[src/hdl/alu_pkg.sv]
package alu_pkg;

  // ====================================================================
  // Widths
  // ====================================================================
  localparam int XLEN         = 32;
  localparam int RNID_W       = 6;
  localparam int FWD_BUS_SIZE = 2;  // Bus 0 is the ALU EX3, bus 1 the external writer.

  typedef logic [XLEN-1:0]   xlen_t;
  typedef logic [31:0]       inst_t;
  typedef logic [RNID_W-1:0] rnid_t;  // Tag 0 maps to x0.

  // ====================================================================
  // Pipe records
  // ====================================================================
  typedef struct packed {
    logic  valid;
    inst_t inst;
    xlen_t pc;
    logic  rs1_valid;
    rnid_t rs1_rnid;
    logic  rs2_valid;
    rnid_t rs2_rnid;
    logic  rd_valid;
    rnid_t rd_rnid;
  } issue_t;

  typedef struct packed {
    logic  valid;
    rnid_t rd_rnid;
    xlen_t rd_data;
  } phy_wr_t;

  typedef struct packed {
    logic  valid;
    rnid_t rd_rnid;
  } early_wr_t;

  typedef struct packed {
    logic  valid;
    rnid_t rnid;
  } rd_req_t;

  // ====================================================================
  // Decode results
  // ====================================================================
  typedef enum logic [3:0] {
    OP_NONE,
    OP_LUI,
    OP_AUIPC,
    OP_ADD,
    OP_SUB,
    OP_XOR,
    OP_OR,
    OP_AND,
    OP_SLL,
    OP_SRL,
    OP_SRA,
    OP_SLT,
    OP_SLTU
  } alu_op_t;

  typedef enum logic [1:0] {
    IMM_NONE,  // Operand 2 from rs2.
    IMM_I,
    IMM_SH,
    IMM_U
  } imm_sel_t;

endpackage

[src/hdl/alu_decoder.sv]
`timescale 1ns/1ps

module alu_decoder (
  input  alu_pkg::inst_t    i_inst,
  output alu_pkg::alu_op_t  o_op,
  output alu_pkg::imm_sel_t o_imm
);

  import alu_pkg::*;

  localparam logic [6:0] OPC_LUI    = 7'b0110111;
  localparam logic [6:0] OPC_AUIPC  = 7'b0010111;
  localparam logic [6:0] OPC_OP_IMM = 7'b0010011;
  localparam logic [6:0] OPC_OP     = 7'b0110011;

  localparam logic [6:0] F7_BASE = 7'b0000000;
  localparam logic [6:0] F7_ALT  = 7'b0100000;  // SUB and SRA.

  logic [6:0] w_opcode;
  logic [2:0] w_funct3;
  logic [6:0] w_funct7;

  assign w_opcode = i_inst[6:0];
  assign w_funct3 = i_inst[14:12];
  assign w_funct7 = i_inst[31:25];

  always_comb begin
    o_op  = OP_NONE;
    o_imm = IMM_NONE;
    case (w_opcode)
      OPC_LUI: begin
        o_op  = OP_LUI;
        o_imm = IMM_U;
      end
      OPC_AUIPC: begin
        o_op  = OP_AUIPC;
        o_imm = IMM_U;
      end
      OPC_OP_IMM: begin
        o_imm = IMM_I;
        case (w_funct3)
          3'b000: o_op = OP_ADD;
          3'b010: o_op = OP_SLT;
          3'b011: o_op = OP_SLTU;
          3'b100: o_op = OP_XOR;
          3'b110: o_op = OP_OR;
          3'b111: o_op = OP_AND;
          3'b001: begin
            o_imm = IMM_SH;
            if (w_funct7 == F7_BASE) o_op = OP_SLL;
          end
          default: begin  // 3'b101 is a logical or arithmetic right shift.
            o_imm = IMM_SH;
            if (w_funct7 == F7_BASE) o_op = OP_SRL;
            else if (w_funct7 == F7_ALT) o_op = OP_SRA;
          end
        endcase
      end
      OPC_OP: begin
        if (w_funct7 == F7_BASE) begin
          case (w_funct3)
            3'b000: o_op = OP_ADD;
            3'b001: o_op = OP_SLL;
            3'b010: o_op = OP_SLT;
            3'b011: o_op = OP_SLTU;
            3'b100: o_op = OP_XOR;
            3'b101: o_op = OP_SRL;
            3'b110: o_op = OP_OR;
            default: o_op = OP_AND;
          endcase
        end else if (w_funct7 == F7_ALT) begin
          if (w_funct3 == 3'b000) o_op = OP_SUB;
          else if (w_funct3 == 3'b101) o_op = OP_SRA;
        end
      end
      default: ;  // Not an ALU instruction.
    endcase
  end

endmodule

[src/hdl/alu_pipe.sv]
`timescale 1ns/1ps

module alu_pipe #(
  parameter int RV_ENTRY_SIZE = 8
) (
  input  logic                     i_clk,
  input  logic                     i_reset_n,
  input  alu_pkg::issue_t          i_issue,
  input  logic [RV_ENTRY_SIZE-1:0] i_index,
  output alu_pkg::rd_req_t         o_rd_req [2],
  input  alu_pkg::xlen_t           i_rd_data[2],
  input  alu_pkg::phy_wr_t         i_fwd_wr [alu_pkg::FWD_BUS_SIZE],
  output alu_pkg::early_wr_t       o_early_wr,
  output alu_pkg::phy_wr_t         o_phy_wr,
  output logic                     o_done_valid,
  output logic [RV_ENTRY_SIZE-1:0] o_done_index
);

  import alu_pkg::*;

  localparam int SHAMT_W = $clog2(XLEN);

  alu_op_t  w_ex0_op;
  imm_sel_t w_ex0_imm;

  logic                     r_ex1_valid;
  issue_t                   r_ex1_issue;
  logic [RV_ENTRY_SIZE-1:0] r_ex1_index;
  alu_op_t                  r_ex1_op;
  imm_sel_t                 r_ex1_imm;

  logic                     r_ex2_valid;
  issue_t                   r_ex2_issue;
  logic [RV_ENTRY_SIZE-1:0] r_ex2_index;
  alu_op_t                  r_ex2_op;
  imm_sel_t                 r_ex2_imm;
  xlen_t                    r_ex2_rs1_data;
  xlen_t                    r_ex2_rs2_data;

  logic [FWD_BUS_SIZE-1:0]  w_ex2_rs1_hit;
  logic [FWD_BUS_SIZE-1:0]  w_ex2_rs2_hit;
  xlen_t                    w_ex2_rs1_fwd;
  xlen_t                    w_ex2_rs2_fwd;
  xlen_t                    w_ex2_op1;
  xlen_t                    w_ex2_op2;
  xlen_t                    w_ex2_result;

  logic                     r_ex3_valid;
  issue_t                   r_ex3_issue;
  logic [RV_ENTRY_SIZE-1:0] r_ex3_index;
  xlen_t                    r_ex3_result;

  // ====================================================================
  // EX0 decode, EX1 register read
  // ====================================================================
  alu_decoder u_decoder (
    .i_inst(i_issue.inst),
    .o_op  (w_ex0_op),
    .o_imm (w_ex0_imm)
  );

  always_ff @(posedge i_clk, negedge i_reset_n) begin
    if (!i_reset_n) begin
      r_ex1_valid <= 1'b0;
      r_ex2_valid <= 1'b0;
      r_ex3_valid <= 1'b0;
    end else begin
      r_ex1_valid <= i_issue.valid;
      r_ex2_valid <= r_ex1_valid;
      r_ex3_valid <= r_ex2_valid;
    end
  end

  always_ff @(posedge i_clk) begin
    r_ex1_issue <= i_issue;
    r_ex1_index <= i_index;
    r_ex1_op    <= w_ex0_op;
    r_ex1_imm   <= w_ex0_imm;
  end

  assign o_rd_req[0].valid = r_ex1_valid & r_ex1_issue.rs1_valid;
  assign o_rd_req[0].rnid  = r_ex1_issue.rs1_rnid;
  assign o_rd_req[1].valid = r_ex1_valid & r_ex1_issue.rs2_valid;
  assign o_rd_req[1].rnid  = r_ex1_issue.rs2_rnid;

  assign o_early_wr.valid   = r_ex1_valid & r_ex1_issue.rd_valid;
  assign o_early_wr.rd_rnid = r_ex1_issue.rd_rnid;

  always_ff @(posedge i_clk) begin
    r_ex2_issue    <= r_ex1_issue;
    r_ex2_index    <= r_ex1_index;
    r_ex2_op       <= r_ex1_op;
    r_ex2_imm      <= r_ex1_imm;
    r_ex2_rs1_data <= i_rd_data[0];
    case (r_ex1_imm)
      IMM_I:   r_ex2_rs2_data <= {{(XLEN-12){r_ex1_issue.inst[31]}}, r_ex1_issue.inst[31:20]};
      IMM_SH:  r_ex2_rs2_data <= {{(XLEN-SHAMT_W){1'b0}}, r_ex1_issue.inst[20 +: SHAMT_W]};
      IMM_U:   r_ex2_rs2_data <= {r_ex1_issue.inst[31:12], 12'h000};
      default: r_ex2_rs2_data <= i_rd_data[1];
    endcase
  end

  // ====================================================================
  // EX2 forwarding and execute
  // ====================================================================
  for (genvar b = 0; b < FWD_BUS_SIZE; b++) begin : g_fwd_match
    assign w_ex2_rs1_hit[b] = r_ex2_issue.rs1_valid & i_fwd_wr[b].valid &
                              (i_fwd_wr[b].rd_rnid == r_ex2_issue.rs1_rnid) &
                              (r_ex2_issue.rs1_rnid != '0);
    assign w_ex2_rs2_hit[b] = r_ex2_issue.rs2_valid & (r_ex2_imm == IMM_NONE) &
                              i_fwd_wr[b].valid &
                              (i_fwd_wr[b].rd_rnid == r_ex2_issue.rs2_rnid) &
                              (r_ex2_issue.rs2_rnid != '0);
  end

  always_comb begin
    w_ex2_rs1_fwd = '0;
    w_ex2_rs2_fwd = '0;
    for (int b = 0; b < FWD_BUS_SIZE; b++) begin
      w_ex2_rs1_fwd = w_ex2_rs1_fwd | ({XLEN{w_ex2_rs1_hit[b]}} & i_fwd_wr[b].rd_data);
      w_ex2_rs2_fwd = w_ex2_rs2_fwd | ({XLEN{w_ex2_rs2_hit[b]}} & i_fwd_wr[b].rd_data);
    end
  end

  assign w_ex2_op1 = |w_ex2_rs1_hit ? w_ex2_rs1_fwd : r_ex2_rs1_data;
  assign w_ex2_op2 = |w_ex2_rs2_hit ? w_ex2_rs2_fwd : r_ex2_rs2_data;

  always_comb begin
    case (r_ex2_op)
      OP_LUI:   w_ex2_result = w_ex2_op2;  // U immediate already in place.
      OP_AUIPC: w_ex2_result = r_ex2_issue.pc + w_ex2_op2;
      OP_ADD:   w_ex2_result = w_ex2_op1 + w_ex2_op2;
      OP_SUB:   w_ex2_result = w_ex2_op1 - w_ex2_op2;
      OP_XOR:   w_ex2_result = w_ex2_op1 ^ w_ex2_op2;
      OP_OR:    w_ex2_result = w_ex2_op1 | w_ex2_op2;
      OP_AND:   w_ex2_result = w_ex2_op1 & w_ex2_op2;
      OP_SLL:   w_ex2_result = w_ex2_op1 << w_ex2_op2[SHAMT_W-1:0];
      OP_SRL:   w_ex2_result = w_ex2_op1 >> w_ex2_op2[SHAMT_W-1:0];
      OP_SRA:   w_ex2_result = xlen_t'($signed(w_ex2_op1) >>> w_ex2_op2[SHAMT_W-1:0]);
      OP_SLT:   w_ex2_result = {{(XLEN-1){1'b0}}, $signed(w_ex2_op1) < $signed(w_ex2_op2)};
      OP_SLTU:  w_ex2_result = {{(XLEN-1){1'b0}}, w_ex2_op1 < w_ex2_op2};
      default:  w_ex2_result = '0;
    endcase
  end

  // ====================================================================
  // EX3 writeback and done
  // ====================================================================
  always_ff @(posedge i_clk) begin
    r_ex3_issue  <= r_ex2_issue;
    r_ex3_index  <= r_ex2_index;
    r_ex3_result <= w_ex2_result;
  end

  assign o_phy_wr.valid   = r_ex3_valid & r_ex3_issue.rd_valid;
  assign o_phy_wr.rd_rnid = r_ex3_issue.rd_rnid;
  assign o_phy_wr.rd_data = r_ex3_result;

  assign o_done_valid = r_ex3_valid;
  assign o_done_index = r_ex3_index;

  a_fwd_onehot: assert property (@(posedge i_clk) disable iff (!i_reset_n)
    r_ex2_valid |-> ($onehot0(w_ex2_rs1_hit) && $onehot0(w_ex2_rs2_hit)))
    else $error("alu_pipe: more than one forwarding bus matched");

  a_done_onehot: assert property (@(posedge i_clk) disable iff (!i_reset_n)
    o_done_valid |-> $onehot(o_done_index))
    else $error("alu_pipe: done index is not one-hot");

  a_wr_with_done: assert property (@(posedge i_clk) disable iff (!i_reset_n)
    o_phy_wr.valid |-> o_done_valid)
    else $error("alu_pipe: writeback without done");

endmodule

[config.mk]
export PLATFORM = sky130hd
export DESIGN_NAME = alu_pipe
export DESIGN_NICKNAME = d
export VERILOG_FILES = /design/src/hdl/alu_pkg.sv /design/src/hdl/alu_decoder.sv /design/src/hdl/alu_pipe.sv
export SDC_FILE = /design/constraint.sdc
export NUM_CORES = 1
export LEC_CHECK = 0
export BUFFER_PORTS_ARGS = -buffer_cell sky130_fd_sc_hd__buf_2
export CELL_PAD_IN_SITES_DETAIL_PLACEMENT = 1
export CELL_PAD_IN_SITES_GLOBAL_PLACEMENT = 2
export CORE_MARGIN = 1
export CORE_UTILIZATION = 25
export CTS_BUF_LIST = sky130_fd_sc_hd__clkbuf_16
export DETAILED_ROUTE_END_ITERATION = 16
export PLACE_DENSITY = 0.67
export SYNTH_ARGS = -nofsm -noshare
export SYNTH_HDL_FRONTEND = slang
export SYNTH_SLANG_ARGS = --single-unit
export TNS_END_PERCENT = 30
[constraint.sdc]
create_clock -name i_clk -period 6.3 [get_ports i_clk]
set_input_delay 0.315 -clock i_clk [delete_from_list [all_inputs] [get_ports i_clk]]
set_output_delay 0.315 -clock i_clk [all_outputs]
set_load 0.01 [all_outputs]
==> results of run 1 <==
sequential cells by signal, summed over array words and instances, names as in the netlist, 2 cells and up:
name	cells
r_ex2_rs2_data	32
o_early_wr	6
r_ex3_result	32
r_ex1_imm	2
r_ex1_issue	55
r_ex1_index	8
r_ex2_issue	53
o_done_index	8
r_ex2_index	8
o_rd_req	12
r_ex2_op	4
o_phy_wr	6
r_ex2_imm	2
r_ex2_rs1_data	32
r_ex1_op	4
power groups by stage:
stage | Clock, mW | Combinational, mW | Sequential (mW)
after floorplan | 0 | 0.803 | 1.84
final | 1.70 | 1.39 | 1.82
after CTS | 1.75 | 1.37 | 1.82
after detailed placement | 0 | 1.30 | 1.86
after global placement | 0 | 1.28 | 1.85
after global routing | 1.83 | 1.49 | 1.82
cell families after synthesis:
logic type,count (synthesis)
buffers and inverters,328
AO/OA/AOI/OAI,692
XOR/XNOR,67
AND/OR/NAND/NOR,613
multiplexers,150
flip-flops,268
adder cells (fa/ha/maj),122
cell usage in the layout, fill, tap and decap left out, types with 69 or more instances in the layout:
| cell | count |
|---|---|
| buf_2 | 302 |
| dfxtp_1 | 264 |
| a21oi_1 | 189 |
| nor2_1 | 182 |
| nand2_1 | 179 |
| inv_1 | 156 |
| o21ai_0 | 148 |
| mux2i_1 | 133 |
| dlygate4sd3_1 | 120 |
| ha_1 | 116 |
| buf_4 | 85 |
| nand4_1 | 69 |
what timing repair did:
action	in CTS	in global routing
gates resized for setup	0	1
hold endpoints to repair	122	0
hold buffers	120	0
endpoints found under the setup margin	0	1
per-layer routing:
metal / vias to the layer above / global-route usage, % / part of all wire, %
met3: 122 / 4.19 / 6.2
met5: - / 0 / 0.095
met4: 14 / 5.92 / 2.4
met2: 661 / 41.5 / 48
met1: 9651 / 30.9 / 43
li1: 8891 / - / -
path summary, 6_finish.rpt:
kind,depth (start not counted),endpoint,slack (ps),from
setup / recovery,17,r_ex3_result[31],280,r_ex2_issue[7]
max in group asynchronous,2,r_ex2_valid,6120,i_reset_n
setup reg to reg,17,r_ex3_result[31],280,r_ex2_issue[7]
min in group asynchronous,2,o_done_valid,80,i_reset_n
hold / removal,3,r_ex2_rs2_data[8],20,i_rd_data[8]
hold reg to reg,0,r_ex2_issue[22],320,r_ex1_issue[22]
tightest hold or removal path, cell delays in order:
cell	delay (ps)
buf_2	90
mux2i_1	70
nor2_1	80
final cells by class:
class / instances / area, um2
antenna: 1 / 2.50
timing repair buffer: 508 / 3370
inverter: 153 / 574
tap: 950 / 1190
clock inverter: 21 / 153
multi-input combinational: 1644 / 11400
fill: 8523 / 48600
clock buffer: 31 / 776
sequential: 268 / 5380
==> flow_summary.toml, run 1 <==
[timing]
finalCriticalPeriod_ps = 6020
whs_ps = 24.8
rsz0062_at_grt = "false"
tns_ps = 0
max_freq_ghz = 0.166
setup_slack_ps = 276
maxSlewHeadroom_pct = 21.7
hold_viol = 0
setup_viol = 0
slew_violations = 0
period_share_pct = 95.6
skew_ps = 36.4
max_slew.worst_pin.slew_ps = 1170

[yosys]
synth.avg_cell_area_um2 = 8.05
syn_area_mm2 = 0.0180
synth_compound_area_share_pct = 26.2
ys_seq_area_share_pct = 29.8
synth_xor_area_share_pct = 3.25
synthMuxAreaShare_pct = 8.52
synth_top_family_by_area = "compound AO/OA/AOI/OAI gates"
synth_seq_cells = 268
synth-edff-count = 0
synth_commonest_cells = "265 x dfxtp_1, 189 x a21oi_1, 182 x nor2_1"
yosysUniqueCellTypes = 93
synth-simple-area-share_pct = 16.2
yosysWarnings = 0
synth_fp_nets = 2596
syn_inst = 2240
synth_ff_type = "dfxtp_1"
synth_top_cell_area_share_pct = 29.4
synth_area_leaders = "dfxtp_1 29%, ha_1 8.0%, mux2i_1 7.4%"
synth_largest_area_cell = "dfxtp_1"
ys_async_sr_fraction_pct = 1.12
yosysMostFrequentCell = "dfxtp_1"
synthAdderAreaFrac_pct = 8.50

[layout]
area_delta_synth_final_pct = 26.6
fin_area_mm2 = 0.0228
instances_no_fill = 3576
drive_above_1_share_pct = 19.0
utilization_pct = 32.0
finalNetCount = 2961

[placed_design]
routabilityCongestion = 0.949
io_buffers = 301
hpwlAfterDp_mm = 70.9
placed_area_mm2 = 0.0207
dp_cells = 3403
dp_slack_ps = 259

[cts]
cts_buffer_depth = 3
htree_num_levels = 1
cts_setup_buffers = 0
cts_buffers = 30
cts_sinks = 268
path_clk_slew_ps = 60
cts_tree = "done"
cts-root-buf = "clkbuf_16"
clkLatencyLatePin_ps = 600

[detailed_routing]
via_per_inst = 5.41
via_count = 19339
firstDrtPassIters = 5
drtIter0Drc = 1357
ant_nets = 0
drt_wl_total_mm = 90.9
remaining_drc_errors = 0
wl_per_cell_um = 25.4

[critical_path]
cp.required_ps = 6840
critical-path-top-delay-family = "simple AND/OR/NAND/NOR gates"
critPathMaxFanout = 24
cp_slowest_stage_delay_ps = 720
startpoint_type = "register"
crit_arrival_ps = 6560
worst-path-buf-inv = 4
path_class = "register to register"
path_cells = "or4_1, o31ai_2, buf_4, nor3_2, buf_4, a22o_1, a21oi_1, inv_1, ha_1, nor4_1, nand3_1, or3_1, a2111oi_1, buf_4, nor2_1, o311a_1, nand3_1"
crit_slowest_cell = "a2111oi_1"
cpMostUsedCell = "buf_4"
crit_path_end_kind = "register"

[die]
die_area_mm2 = 0.0732
start_util_pct = 25.2
core-area_mm2 = 0.0715
ios = 307
die_w_um = 271
dieHeight_um = 271
num_rows = 98

[pwr]
leakage_nw = 9.88
peakVddDrop_v = 0.000184
total_power_mw = 4.91
clockPowerShare_pct = 34.6
p_sw_share_pct = 33.7
switchingPower_mw = 1.65
p_comb_share_pct = 28.4
intPower_mw = 3.25
power.density_mw_per_mm2 = 215
seq_power_share_pct = 37.1

[job]
drv_cap = 0

[global_routing]
gr-total-overflow = 0
grt_start_max_net_pins = 63
grt_pass1_wl_mm = 134
antenna_found_initial = 9
grt_pass1_vias = 20088
gr-usage-all-layers_pct = 24.1

[run_status]
status = "finished clean"

[hold_path]
hold_path_class = "primary input to register"
Note: power is estimated with default switching activity, not from simulation.
==> inputs of run 2 (changes only) <==
Settings changed: ABC_AREA set to 1, PLACE_DENSITY 0.67 to 0.72.
==> flow_summary.toml, run 2 <==
[layout]
reg.largest.list = "r_ex1_issue x55, r_ex2_issue x53"
final_cell_mix = "834 x nand2_1, 424 x nand3_1, 399 x inv_1"
finalNetCount = 3758
largest_reg_flops = 55
layout_commonest_cell = "nand2_1"
regMostFlops = "r_ex1_issue"
fin_area_mm2 = 0.0238
area_delta_synth_final_pct = 25.1
utilization_pct = 31.8
instances_no_fill = 4402
drive_above_1_share_pct = 15.0

[timing]
max_slew.worst_pin.slew_ps = 1060
whs_ps = 21.1
finalCriticalPeriod_ps = 4990
max_freq_ghz = 0.200
tns_ps = 0
period_share_pct = 79.2
hold_viol = 0
skew_ps = 38.9
rsz0062_at_grt = "false"
setup_viol = 0
setup_slack_ps = 1310
maxSlewHeadroom_pct = 29.3
slew_violations = 0

[cts]
cts_setup_buffers = 0
clkLatencyLatePin_ps = 590
cts_tree = "done"
cts_buffers = 35
ctsResizeCount = 0
ctsHoldBuffers = 131
cts_buffer_depth = 3
path_clk_slew_ps = 60
htree_num_levels = 2
cts_sinks = 268
cts-root-buf = "clkbuf_16"

[die]
num_rows = 100
dieHeight_um = 278
core-area_mm2 = 0.0748
start_util_pct = 25.4
die_w_um = 278
die_area_mm2 = 0.0771
ios = 307

[critical_path]
crit_slowest_cell = "nand3_2"
cp_slowest_stage_delay_ps = 510
crit_arrival_ps = 5460
critPathMaxFanout = 34
cp.required_ps = 6770
cpMostUsedCell = "nand2_1"
startpoint_type = "register"
crit_path_end_kind = "register"
path_class = "register to register"

[pwr]
peakVddDrop_v = 0.000182
clockPowerShare_pct = 38.0
p_sw_share_pct = 35.8
total_power_mw = 5.20
leakage_nw = 12.2
intPower_mw = 3.34
p_comb_share_pct = 27.1
power.density_mw_per_mm2 = 219
switchingPower_mw = 1.86
seq_power_share_pct = 34.8

[global_routing]
grt_pass1_vias = 22196
grt_start_max_net_pins = 73
gr-usage-all-layers_pct = 25.4
antenna_found_initial = 12
gr-total-overflow = 0
grt_pass1_wl_mm = 145

[detailed_routing]
firstDrtPassIters = 5
drtIter0Drc = 1542
drt_wl_total_mm = 99.7
ant_nets = 0
via_per_inst = 4.94
remaining_drc_errors = 0
wl_per_cell_um = 22.6
via_count = 21748

[yosys]
synth_xor_area_share_pct = 0.184
synth_compound_area_share_pct = 13.3
yosysUniqueCellTypes = 55
synthMuxAreaShare_pct = 0
syn_inst = 3024
synth_area_leaders = "dfxtp_1 28%, nand2_1 16%, nand3_1 11%"
synth.avg_cell_area_um2 = 6.29
synth-edff-count = 0
synth_ff_type = "dfxtp_1"
synth_top_family_by_area = "simple AND/OR/NAND/NOR gates"
synth_top_cell_area_share_pct = 27.9
syn_area_mm2 = 0.0190
ys_seq_area_share_pct = 28.3
synth_largest_area_cell = "dfxtp_1"
synthAdderAreaFrac_pct = 7.85
ys_async_sr_fraction_pct = 1.12
yosysMostFrequentCell = "nand2_1"
synth_commonest_cells = "835 x nand2_1, 424 x nand3_1, 392 x inv_1"
synth_seq_cells = 268
synth_fp_nets = 3380
synth-simple-area-share_pct = 38.5
yosysWarnings = 0

[placed_design]
dp_cells = 4203
io_buffers = 301
placed_area_mm2 = 0.0213
dp_slack_ps = 1310
routabilityCongestion = 0.989
hpwlAfterDp_mm = 80.0

[job]
drv_cap = 0

[run_status]
status = "finished clean"

[hold_path]
hold_path_class = "primary input to register"
-- run 2: changes by cell type in the layout (fill, tap and decap cells not counted), moves of 25 or more --
cell and delta:
mux2i_1 -133, inv_1 +243, nand2_2 +28, buf_4 -57
nand2_1 +655, inv_2 +27, nor4_1 -25, nor2_1 +45
xnor2_1 -53, nand4_1 -42, a21oi_1 -64, o22ai_1 +26
nand3_1 +387
-- run 2: routing by layer --
layer / vias up / track usage (%) / routed length (um)
met5: - / 0 / 65
met4: 10 / 7.24 / 2800
met3: 118 / 3.39 / 5260
met2: 616 / 42.9 / 46400
met1: 10419 / 33.4 / 45200
li1: 10585 / - / -
-- run 2: power groups by stage --
stage                     Combinational (mW)  Sequential [mW]  Clock (mW)
after global routing                    1.55             1.82        2.10
after floorplan                        0.843             1.84           0
after detailed placement                1.32             1.85           0
final                                   1.41             1.81        1.98
after CTS                               1.39             1.81        2.03
after global placement                  1.32             1.85           0
-- run 2: final cells by class --
class / instances / area [um2]
fillers: 9682 / 51000
clock inverters: 27 / 240
multi-input cells: 2210 / 11400
flip-flops and latches: 268 / 5380
diodes: 6 / 15.0
repair buffers: 460 / 3030
clock buffers: 35 / 876
inverters: 427 / 1600
well taps: 969 / 1210
-- run 2: worst paths after layout --
check                                    start                 to  cells past startpoint  slack [ps]
worst min register to register  r_ex2_issue[6]     r_ex3_issue[6]                      0         320
max in group asynchronous            i_reset_n        r_ex1_valid                      2        6120
worst min-delay path              i_rd_data[4]  r_ex2_rs2_data[4]                      3          20
worst max-delay path              r_ex2_imm[1]   r_ex3_result[31]                     28        1310
min in group asynchronous            i_reset_n       o_done_valid                      2          80
worst max register to register    r_ex2_imm[1]   r_ex3_result[31]                     28        1310
-- run 2: cell families (layout without fill, tap and decap cells) --
| family | count (synthesis) | count (layout) |
|---|---|---|
| compound gates | 428 | 428 |
| xor+xnor | 4 | 4 |
| fa+ha+maj | 118 | 118 |
| buf+inv | 546 | 949 |
| flops | 268 | 268 |
| other cells | 0 | 6 |
| simple gates | 1660 | 1660 |
-- run 2: worst max-delay path, delay by kind of cell, from the launching register on --
kind                       cells  cell delay [ps]
DFF                            1              290
and+or+nand+nor               18             2500
buffers and inverters          4              680
adders and majority gates      1              280
AOI/OAI and AO/OA              5             1110
